$ cat config.mk
export PLATFORM = sky130hd
export DESIGN_NAME = decode_stage
export DESIGN_NICKNAME = d
export VERILOG_FILES = /design/src/decode_pkg.sv /design/src/decode_stage.sv /design/src/instr_decoder.sv /design/src/int_context.sv /design/src/reg_file_bypass.sv /design/src/special_regs.sv
export VERILOG_INCLUDE_DIRS = /design/src /design/src/src
export SDC_FILE = /design/constraint.sdc
export NUM_CORES = 2
export LEC_CHECK = 0
export BUFFER_PORTS_ARGS = -buffer_cell sky130_fd_sc_hd__buf_2
export CELL_PAD_IN_SITES_DETAIL_PLACEMENT = 0
export CELL_PAD_IN_SITES_GLOBAL_PLACEMENT = 1
export CORE_ASPECT_RATIO = 1.1
export CORE_UTILIZATION = 29
export DETAILED_ROUTE_END_ITERATION = 10
export GPL_TIMING_DRIVEN = 0
export PLACE_DENSITY = 0.52
export SETUP_SLACK_MARGIN = 0.02
export SLEW_MARGIN = 10
export SYNTH_ARGS = -nofsm -noshare
export SYNTH_HDL_FRONTEND = slang
export SYNTH_SLANG_ARGS = --single-unit
$ cat constraint.sdc
create_clock -name clk -period 2.1 [get_ports clk]
set_clock_uncertainty 0.2 [all_clocks]
set_input_delay 0.21 -clock clk [delete_from_list [all_inputs] [get_ports clk]]
set_output_delay 0.21 -clock clk [all_outputs]
set_load 0.02 [all_outputs]
$ cat src/decode_defs.svh
// widths, reserved register numbers and memory base for the decode stage, included where needed
`ifndef DECODE_DEFS_SVH
`define DECODE_DEFS_SVH

// data path and instruction word
`define DATA_W 32

// opcode field width
`define OPC_W 5

// register selector and register count
`define REG_SEL_W 5
`define NUM_REGS 32

// flag register width
`define FL_W 2

// registers that the register file never accepts writes to
`define REG_ZERO 0
`define REG_LR 30
`define REG_FL 31

// upper half of a jump target, start of instruction memory
`define IMEM_BASE 16'h0600

`endif

$ cat src/decode_pkg.sv
// opcode and state enums plus control and write structs shared by the decode stage modules
`include "decode_defs.svh"

package decode_pkg;

	// 5-bit opcode, 23..30 are illegal
	typedef enum logic [`OPC_W-1:0] {
		OP_ADD  = 5'd0,
		OP_ADDI = 5'd1,
		OP_SUB  = 5'd2,
		OP_SUBI = 5'd3,
		OP_AND  = 5'd4,
		OP_OR   = 5'd5,
		OP_XOR  = 5'd6,
		OP_NEG  = 5'd7,
		OP_SLL  = 5'd8,
		OP_SLR  = 5'd9,
		OP_SAR  = 5'd10,
		OP_LD   = 5'd11,
		OP_LDI  = 5'd12,
		OP_ST   = 5'd13,
		OP_STI  = 5'd14,
		OP_NOP  = 5'd15,
		OP_BEQ  = 5'd16,
		OP_BNE  = 5'd17,
		OP_BON  = 5'd18,
		OP_BNN  = 5'd19,
		OP_J    = 5'd20,
		OP_JR   = 5'd21,
		OP_JAL  = 5'd22,
		OP_RIN  = 5'd31
	} opcode_e;

	typedef enum logic {
		CTX_IDLE   = 1'b0,
		CTX_IN_ISR = 1'b1
	} ctx_state_e;

	// execute, memory and writeback controls
	typedef struct packed {
		logic [1:0]            alu_src;
		logic [`OPC_W-1:0]     alu_op;
		logic                  branch;
		logic                  jump;
		logic                  mem_en;
		logic                  mem_wrt;
		logic [1:0]            result_sel;
		logic                  reg_wrt_en;
		logic [`REG_SEL_W-1:0] reg_wrt_sel;
	} exec_ctrl_t;

	typedef struct packed {
		logic lr_read;
		logic lr_write;
		logic fl_read;
		logic fl_write;
	} sreg_ctrl_t;

	// one register file write
	typedef struct packed {
		logic                  en;
		logic [`REG_SEL_W-1:0] sel;
		logic [`DATA_W-1:0]    data;
	} wb_t;

	typedef struct packed {
		logic               lr_write;
		logic [`DATA_W-1:0] lr_data;
		logic               fl_write;
		logic [`FL_W-1:0]   fl_data;
	} sreg_wr_t;

endpackage

$ cat src/decode_stage.sv
// decode stage top, ties decoder, register file, special registers and interrupt context together
`timescale 1ns/1ps
`include "decode_defs.svh"

module decode_stage import decode_pkg::*; (
	input  logic               clk,
	input  logic               rst_n,
	input  logic [`DATA_W-1:0] instr,
	input  logic               flush,
	input  logic               int_req,
	input  wb_t                wb,
	input  sreg_wr_t           sreg_wr,
	output exec_ctrl_t         ctrl,
	output sreg_ctrl_t         sctrl,
	output logic [`DATA_W-1:0] imm,
	output logic [`DATA_W-1:0] rd1_data,
	output logic [`DATA_W-1:0] rd2_data,
	output logic [`DATA_W-1:0] lr,
	output logic [`FL_W-1:0]   fl,
	output logic               in_isr
);

	opcode_e opcode;
	logic restore;
	logic [`DATA_W-1:0] saved_lr;
	logic [`FL_W-1:0] saved_fl;

	instr_decoder u_dec (
		.instr  (instr),
		.flush  (flush),
		.opcode (opcode),
		.ctrl   (ctrl),
		.sctrl  (sctrl),
		.imm    (imm)
	);

	// source 1 and source 2 fields
	reg_file_bypass u_rf (
		.clk      (clk),
		.rst_n    (rst_n),
		.rd1_sel  (instr[21:17]),
		.rd2_sel  (instr[16:12]),
		.wb       (wb),
		.rd1_data (rd1_data),
		.rd2_data (rd2_data)
	);

	special_regs u_sreg (
		.clk      (clk),
		.rst_n    (rst_n),
		.sreg_wr  (sreg_wr),
		.restore  (restore),
		.saved_lr (saved_lr),
		.saved_fl (saved_fl),
		.lr       (lr),
		.fl       (fl)
	);

	int_context u_ctx (
		.clk      (clk),
		.rst_n    (rst_n),
		.int_req  (int_req),
		.opcode   (opcode),
		.flush    (flush),
		.lr       (lr),
		.fl       (fl),
		.restore  (restore),
		.saved_lr (saved_lr),
		.saved_fl (saved_fl),
		.in_isr   (in_isr)
	);

endmodule

$ cat src/instr_decoder.sv
// combinational instruction decoder producing execute/memory/writeback controls and the immediate
`timescale 1ns/1ps
`include "decode_defs.svh"

module instr_decoder import decode_pkg::*; (
	input  logic [`DATA_W-1:0] instr,
	input  logic               flush,
	output opcode_e            opcode,
	output exec_ctrl_t         ctrl,
	output sreg_ctrl_t         sctrl,
	output logic [`DATA_W-1:0] imm
);

	opcode_e op_eff;
	logic [`REG_SEL_W-1:0] dst;
	logic s1_lr;
	logic s1_fl;
	logic s2_lr;
	logic s2_fl;

	assign opcode = opcode_e'(instr[31:27]);
	// a flushed slot behaves exactly like NOP
	assign op_eff = flush ? OP_NOP : opcode;
	assign dst = instr[26:22];

	// source fields naming LR or FL
	assign s1_lr = (instr[21:17] == `REG_LR);
	assign s1_fl = (instr[21:17] == `REG_FL);
	assign s2_lr = (instr[16:12] == `REG_LR);
	assign s2_fl = (instr[16:12] == `REG_FL);

	always_comb begin
		ctrl = '0;
		ctrl.alu_src = 2'd1;
		ctrl.alu_op = op_eff;
		sctrl = '0;
		imm = '0;

		case (op_eff)
			OP_ADD, OP_SUB, OP_AND, OP_OR, OP_XOR, OP_SLL, OP_SLR, OP_SAR: begin
				ctrl.reg_wrt_en = 1'b1;
				ctrl.reg_wrt_sel = dst;
				sctrl.lr_read = s1_lr | s2_lr;
				sctrl.fl_read = s1_fl | s2_fl;
				sctrl.fl_write = 1'b1;
			end
			OP_ADDI, OP_SUBI: begin
				ctrl.alu_src = 2'd0;
				// 12-bit signed immediate
				imm = {{(`DATA_W-12){instr[11]}}, instr[11:0]};
				ctrl.reg_wrt_en = 1'b1;
				ctrl.reg_wrt_sel = dst;
				sctrl.lr_read = s1_lr;
				sctrl.fl_read = s1_fl;
				sctrl.fl_write = 1'b1;
			end
			OP_NEG: begin
				ctrl.reg_wrt_en = 1'b1;
				ctrl.reg_wrt_sel = dst;
				sctrl.lr_read = s1_lr;
				sctrl.fl_read = s1_fl;
				sctrl.fl_write = 1'b1;
			end
			OP_LD: begin
				ctrl.mem_en = 1'b1;
				ctrl.result_sel = 2'd1;
				ctrl.reg_wrt_en = 1'b1;
				ctrl.reg_wrt_sel = dst;
				sctrl.lr_read = s1_lr;
				sctrl.fl_read = s1_fl;
				sctrl.fl_write = 1'b1;
			end
			OP_LDI: begin
				ctrl.alu_src = 2'd0;
				imm = {{(`DATA_W-16){1'b0}}, instr[15:0]};
				ctrl.mem_en = 1'b1;
				ctrl.result_sel = 2'd1;
				ctrl.reg_wrt_en = 1'b1;
				ctrl.reg_wrt_sel = dst;
				sctrl.fl_write = 1'b1;
			end
			OP_ST: begin
				ctrl.mem_en = 1'b1;
				ctrl.mem_wrt = 1'b1;
				sctrl.lr_read = s1_lr;
				sctrl.fl_read = s1_fl;
			end
			OP_STI: begin
				ctrl.alu_src = 2'd0;
				imm = {{(`DATA_W-16){1'b0}}, instr[15:0]};
				ctrl.mem_en = 1'b1;
				ctrl.mem_wrt = 1'b1;
			end
			OP_NOP, OP_RIN: begin
				// no controls, RIN is handled by the interrupt context
			end
			OP_BEQ, OP_BNE, OP_BON, OP_BNN: begin
				ctrl.branch = 1'b1;
				ctrl.result_sel = 2'd2;
				sctrl.lr_read = s1_lr;
				// condition always comes from FL
				sctrl.fl_read = 1'b1;
			end
			OP_J, OP_JAL: begin
				ctrl.alu_src = 2'd0;
				ctrl.jump = 1'b1;
				ctrl.result_sel = 2'd2;
				// word index into instruction memory, byte addressed
				imm = {`IMEM_BASE, instr[13:0], 2'b00};
				sctrl.lr_write = (op_eff == OP_JAL);
			end
			OP_JR: begin
				ctrl.jump = 1'b1;
				ctrl.result_sel = 2'd2;
				sctrl.lr_read = s1_lr;
				sctrl.fl_read = s1_fl;
			end
			default: begin
				// illegal opcode, flag everything
				ctrl = '1;
				sctrl = '1;
				imm = '1;
			end
		endcase
	end

endmodule

$ cat src/int_context.sv
// interrupt context FSM, saves LR/FL on entry and restores them on RIN
`timescale 1ns/1ps
`include "decode_defs.svh"

module int_context import decode_pkg::*; (
	input  logic               clk,
	input  logic               rst_n,
	input  logic               int_req,
	input  opcode_e            opcode,
	input  logic               flush,
	input  logic [`DATA_W-1:0] lr,
	input  logic [`FL_W-1:0]   fl,
	output logic               restore,
	output logic [`DATA_W-1:0] saved_lr,
	output logic [`FL_W-1:0]   saved_fl,
	output logic               in_isr
);

	ctx_state_e state;

	assign in_isr = (state == CTX_IN_ISR);
	// a flushed RIN is not a real return
	assign restore = in_isr && (opcode == OP_RIN) && !flush;

	always_ff @(posedge clk or negedge rst_n) begin
		if (!rst_n) begin
			state <= CTX_IDLE;
			saved_lr <= '0;
			saved_fl <= '0;
		end else begin
			case (state)
				CTX_IDLE: begin
					if (int_req) begin
						saved_lr <= lr;
						saved_fl <= fl;
						state <= CTX_IN_ISR;
					end
				end
				CTX_IN_ISR: begin
					// nested requests ignored
					if (restore) begin
						state <= CTX_IDLE;
					end
				end
				default: state <= CTX_IDLE;
			endcase
		end
	end

endmodule

$ cat src/reg_file_bypass.sv
// 32-entry register file with write-through bypass, registers 0, 30 and 31 never written
`timescale 1ns/1ps
`include "decode_defs.svh"

module reg_file_bypass import decode_pkg::*; (
	input  logic                  clk,
	input  logic                  rst_n,
	input  logic [`REG_SEL_W-1:0] rd1_sel,
	input  logic [`REG_SEL_W-1:0] rd2_sel,
	input  wb_t                   wb,
	output logic [`DATA_W-1:0]    rd1_data,
	output logic [`DATA_W-1:0]    rd2_data
);

	logic [`DATA_W-1:0] regs [0:`NUM_REGS-1];
	logic wr_ok;

	// zero, LR and FL slots are read-only
	assign wr_ok = wb.en
		&& (wb.sel != `REG_ZERO)
		&& (wb.sel != `REG_LR)
		&& (wb.sel != `REG_FL);

	always_ff @(posedge clk or negedge rst_n) begin
		if (!rst_n) begin
			for (int i = 0; i < `NUM_REGS; i++) begin
				regs[i] <= '0;
			end
		end else if (wr_ok) begin
			regs[wb.sel] <= wb.data;
		end
	end

	// same-cycle write forwarded to the read ports
	assign rd1_data = (wr_ok && wb.sel == rd1_sel) ? wb.data : regs[rd1_sel];
	assign rd2_data = (wr_ok && wb.sel == rd2_sel) ? wb.data : regs[rd2_sel];

endmodule

$ cat src/special_regs.sv
// link register and flag register, updated from writeback or restored after an interrupt
`timescale 1ns/1ps
`include "decode_defs.svh"

module special_regs import decode_pkg::*; (
	input  logic               clk,
	input  logic               rst_n,
	input  sreg_wr_t           sreg_wr,
	input  logic               restore,
	input  logic [`DATA_W-1:0] saved_lr,
	input  logic [`FL_W-1:0]   saved_fl,
	output logic [`DATA_W-1:0] lr,
	output logic [`FL_W-1:0]   fl
);

	always_ff @(posedge clk or negedge rst_n) begin
		if (!rst_n) begin
			lr <= '0;
			fl <= '0;
		end else if (restore) begin
			// return from interrupt wins over writeback
			lr <= saved_lr;
			fl <= saved_fl;
		end else begin
			if (sreg_wr.lr_write) begin
				lr <= sreg_wr.lr_data;
			end
			if (sreg_wr.fl_write) begin
				fl <= sreg_wr.fl_data;
			end
		end
	end

endmodule

Yosys cells after proc, flatten, opt, wreduce, memory -nomap -nowiden:

Cells that the tools add are included.

* flip-flop bits (word level): 1093
* output and inout bits: 154

* order comparisons: 4
* equality and inequality tests: 32
* multiplexer cells: 32
* bitwise gates (word level): 6
* reduce and logical (&&, ||, !) cells: 34

Operators with widths (number)
* bitwise mux 1024 bit: 1
* binary-select mux 32 bit (select 5 bit): 2
* 2-to-1 mux 32 bit: 9
* demux 32 bit (select 5 bit): 1
* case mux 32 bit (4 select lines): 1
* == test 5 bit, second input constant: 13
* OR reduction 22 bit: 2
* == test 5 x 4 -> 1 bit, second input constant: 8
* OR reduction 20 bit: 2
* OR reduction 24 bit: 1
* OR reduction 21 bit: 1
* == test 5 x 3 -> 1 bit, second input constant: 4
* greater-or-equal comparator 6 bit, second input constant: 3
* NOT 5 -> 6 bit: 3
* OR reduction 18 bit: 1
* OR reduction 6 bit: 3
* OR reduction 15 bit: 1
* OR reduction 13 bit: 1
* case mux 6 bit (2 select lines): 1
* OR reduction 11 bit: 1
* == test 5 x 2 -> 1 bit, second input constant: 2
* == test 5 bit: 2
* 2-to-1 mux 5 bit: 2
* != test 5 bit, second input constant: 2
* 20 further kinds: 41

Logic depth before layout (Yosys ltp):

* depth after elaboration: 6
* gate-level depth with buffers: 9
* gate-level depth less buffers: 5

Modules after synthesis:

Synthesis repeated with hierarchy kept, for this count alone.

* cells, all modules: 3767
* area total of the unflattened synthesis: 57381.3 µm²

By module, submodules not included
* reg_file_bypass: instances 1, cells an instance 3414, area an instance 53339.9 µm², sequential area each 25624.6 µm²
* special_regs: instances 1, cells an instance 147, area an instance 1606.5 µm², sequential area each 850.8 µm²
* int_context: instances 1, cells an instance 78, area an instance 1478.9 µm², sequential area each 875.8 µm²
* instr_decoder: instances 1, cells an instance 128, area an instance 955.9 µm², sequential area each 0.0 µm²

Least setup slack after synthesis:

Ideal clock, no wire load.

* path type: input-to-output
* from: input port wb[32] (netlist bit)
* to: output port rd2_data[13]
* arrival: 2.217 ns
* required time: 1.690 ns
* path slack: -0.527 ns
* stages on the path: 6
* path through: buf_2 > or2_2 > o311ai_4 > nor3_2 > buf_2 > o41ai_1

* word-level cells in the longest chain between the ends: 6
* elaborated cells on any way between the ends: 9
* those cells by class: eq/ne (3); mux (1); reduce/logical (5)

Ends and longest elaborated chain
* start, declared: RTL line decode_stage.sv:11 `input wb_t wb,`
* nonzero test 5 bit (no line)
* logical AND 1 bit (3 in series): RTL line reg_file_bypass.sv:19 `assign wr_ok = wb.en`
* logical AND 1 bit *: RTL line reg_file_bypass.sv:36 `assign rd2_data = (wr_ok && wb.sel == rd2_sel) ? wb.data : regs[rd2_sel];`
* 2-to-1 mux 32 bit *: RTL line reg_file_bypass.sv:36
* end, declared: RTL line decode_stage.sv:17 `` output logic [`DATA_W-1:0] rd2_data, ``

Every way passes the cells marked *; elsewhere a longest branch is shown, timed or not.

Worst setup path in the final report:

* from: register u_rf.regs[413] (netlist bit)
* to: output port rd2_data[29]

* word-level cells in the longest chain between the ends: 4

Ends and longest elaborated chain
* start, declared: RTL line reg_file_bypass.sv:15 `` logic [`DATA_W-1:0] regs [0:`NUM_REGS-1]; ``
* start signal, assigned by index: RTL line reg_file_bypass.sv:30 `regs[wb.sel] <= wb.data;`
* binary-select mux 32 bit (select 5 bit): RTL line reg_file_bypass.sv:36
* 2-to-1 mux 32 bit (not written as such) (2 in series): RTL line reg_file_bypass.sv:36
* 2-to-1 mux 32 bit: RTL line reg_file_bypass.sv:36

Every way passes these cells. The select of a mux whose other input is x is not followed.

==> results by group <==
Status
  • Status: finished, violations left
  • Failing checks: hold timing, capacitance limit, setup timing

Synth
  • Asr flop ratio synth: 100%
  • Number of flops mapped to enable cells by yosys: 0
  • Synth Flop Type: dfrtp_1
  • Syn nets: 4,251
  • Post-Syn Area: 0.0579 mm2
  • Cells after synthesis: 4,141
  • Sequential area share after synthesis: 47.2%
  • Post-Syn Area per Cell: 14.0 um2
  • Synth cell types: 62
  • Register bit total from synthesis: 1,093
  • Synth warn: 0

Die
  • Initial Utilization: 29.3%
  • Total core area: 0.198 mm2
  • Die Wd: 428 um
  • Row count: 171
  • I/O pin cnt: 264
  • Die Y: 471 um
  • Die ar.: 0.201 mm2

Critical path
  • Startpoint types: flop
  • R2r worst-path depth: 4
  • FF-to-FF End: u_sreg.lr[24]
  • FF-to-FF Start: u_ctx.in_isr
  • Critical path fanouts, max: 3
  • CP arrival: 2850 ps
  • Worst reg-to-reg setup slack: 260 ps
  • Critical Path RT: 1690 ps
  • Worst Setup End Kind: primary output
  • Critical path class: reg -> out

CTS
  • H-tree depth: 4
  • Max clock buf depth: 3
  • CTS Buf Count: 135
  • Clock transition at the registers of the reported paths: 60 ps
  • CTS Sinks: 1,093
  • CTS tree: yes
  • Clock Latency Late Sink: 810 ps
  • Root Buffer: clkbuf_16

Cells and area
  • Finished Cell Area: 0.0739 mm2
  • Area grow syn2layout: 27.7%
  • Share of layout cells above drive strength 1: 54.7%
  • Fin nets: 4,904
  • Final cell count without fillers: 7,501

STA
  • Final-report hold violation count: 114
  • Worst rel slew slack: 0.231%
  • RSZ-0062 raised after global routing: true
  • Fin. max-slew vios: 0
  • Final worst slack: -1160 ps
  • Setup TNS Final: -137,810 ps
  • Achievable frequency: 307 MHz
  • Min Tclk post-route: 3260 ps
  • Worst-margin pin slew: 1480 ps
  • Final setup violation count: 373
  • Tcrit/Tclk final: 155%
  • Worst hold slack: -91.1 ps

Place
  • DPL Wire Length: 202 mm
  • Post-Place Cells: 7,010
  • PortBufs: 252
  • Gpl congestion: 0.922
  • Placed Area: 0.0641 mm2

Power
  • P_leak: 31.5 nW
  • Power density over the cells: 919 mW/mm2
  • Max IR drop VDD: 0.000862 V

Job
  • Max-cap viol count: 1

Global route
  • Vias in the first global route: 44,700
  • Largest net degree at the start of global routing: 123
  • Initial antenna violation count: 23
  • Overall Global Routing Usage: 30.0%
  • Overflow after GRT: 0
  • First-pass GRT wire length: 408 mm

Drt
  • Vias: 44,500
  • Initial DRC count: 4,989
  • DRC errors left: 0
  • Routed WL: 307 mm
  • DR WL/cell: 40.9 um
  • Vias per cell: 5.93
  • Antenna-violating nets left: 0
  • DRT Pass-1 Iters: 6

Min path
  • Worst min path class: in -> async
-- per-layer routing --
layer,vias up,part of all wire (%),global-route usage (%)
met5,-,0.022,0
met4,10,6.8,17.7
met3,700,8.3,7.20
met2,2495,45,45.8
met1,24200,40,38.6
li1,17100,-,-
-- timing repair --
| action | 4_1_cts | 5_1_grt |
|---|---|---|
| hold buffers | 108 | 9 |
| pin swaps | 164 | 71 |
| setup buffers | 104 | 18 |
| setup endpoints to repair | 512 | 665 |
| gates cloned | 4 | 4 |
| hold endpoints to repair | 1217 | 117 |
| resized for setup | 620 | 164 |
-- final cells by class --
cell class                 instances  area, um2
fill                           19000     124000
multi-input combinational       2502      29900
inverter                          12       58.8
clock buffer                     208       4060
buffer                           532       3990
sequential                      1093      27400
antenna                            9       22.5
timing repair buffer             518       4880
tap                             2595       3250
clock inverter                    32        489
-- per-stage QoR --
step	power (mW)	util [%]	worst slack [ps]
after global placement	41.6	32.1	-25410
after detailed placement	42.0	32.4	-2400
after floorplan	36.5	-	-180
after CTS	67.7	36.9	-1200
after global routing	70.1	37.4	-1200
final	68.0	37.4	-1160
-- how the worst max path moves through the flow --
stage | startpoint | end | slack (ps) | cells after the start
after detailed placement | instr[14] | rd2_data[18] | -2400 | 9
after floorplan | instr[12] | rd2_data[29] | -180 | 6
after CTS | u_rf.regs[61] | rd2_data[29] | -1200 | 5
final | u_rf.regs[413] | rd2_data[29] | -1160 | 5
after global routing | u_rf.regs[61] | rd2_data[29] | -1200 | 5
after global placement | rst_n | u_rf.regs[167] | -25410 | 1
-- flip-flops by register name (all words and copies together) (netlist names) --
signal	count
u_ctx.in_isr	1
u_ctx.saved_fl	2
u_ctx.saved_lr	32
u_rf.regs	1024
u_sreg.fl	2
u_sreg.lr	32
-- cells in the final DEF, fill, tap and decap left out, drive strengths merged, types with 9 or more instances in the layout --
cell type	netlist	final
buf	223	613
nor2	73	73
nand2b	13	13
nor3	26	26
inv	12	15
mux2i	112	112
clkinv	0	19
mux2	1005	1005
a22oi	116	116
and2	11	11
dlygate4sd3	0	105
nor2b	17	17
a21oi	113	113
o22ai	50	50
mux4	449	449
o21ai	88	88
a221oi	13	13
a221o	39	39
o211ai	64	64
nand2	166	166
nand3	42	42
diode	0	9
clkbuf	312	534
dfrtp	1093	1093
-- worst max-delay path, cell delays in order, from the launching register on --
cell,delay [ps]
dfrtp_1,380
mux4_2,480
mux4_2,500
nor3b_1,150
a221o_1,340
buf_6,150
-- logic make-up (layout without fill, tap and decap cells) --
group                     count (synthesis)  count (layout)  share of synthesized area, %
DFF                                    1093            1093                          47.2
buffers and inverters                   547            1302                          4.29
xor gates and xnor gates                 11              11                         0.166
AOI/OAI and AO/OA                       535             536                          6.26
other                                     0               9                             0
and+or+nand+nor                         389             389                          3.10
muxes                                  1566            1566                          38.9
-- where the power goes --
| part | switching [mW] | leakage [nW] | internal [mW] |
|---|---|---|---|
| clock | 10.3 | 2.23 | 14.2 |
| combinational | 7.52 | 15.3 | 8.34 |
| sequential | 2.79 | 14.0 | 24.9 |
| total | 20.6 | 31.5 | 47.4 |
-- synth_stat cells, types with 7 or more instances --
library cell     n  area share, %
buf_2          158            1.4
a32oi_1          7           0.11
nor2_1          73           0.47
o21ai_0         86           0.74
o21a_1           7          0.091
mux2i_1        112            1.9
or3_1            7          0.076
and2_1           9          0.097
o211ai_1        64           0.83
buf_6           14           0.27
nor2b_1         17           0.18
buf_1           21           0.14
a221oi_1        11           0.17
xnor2_1          8           0.12
inv_1           11          0.071
mux2_2        1005             20
a221o_1         39           0.67
a21oi_1        113           0.98
nand2b_1        13           0.14
nor3_1          25           0.22
o22ai_1         50           0.54
nand3_1         42           0.36
clkbuf_1       312            2.0
nand2_1        166            1.1
mux4_2         449             17
a22oi_1        116            1.5
buf_4           28           0.36
dfrtp_1       1093             47
Power figures use the tool's default switching activity.
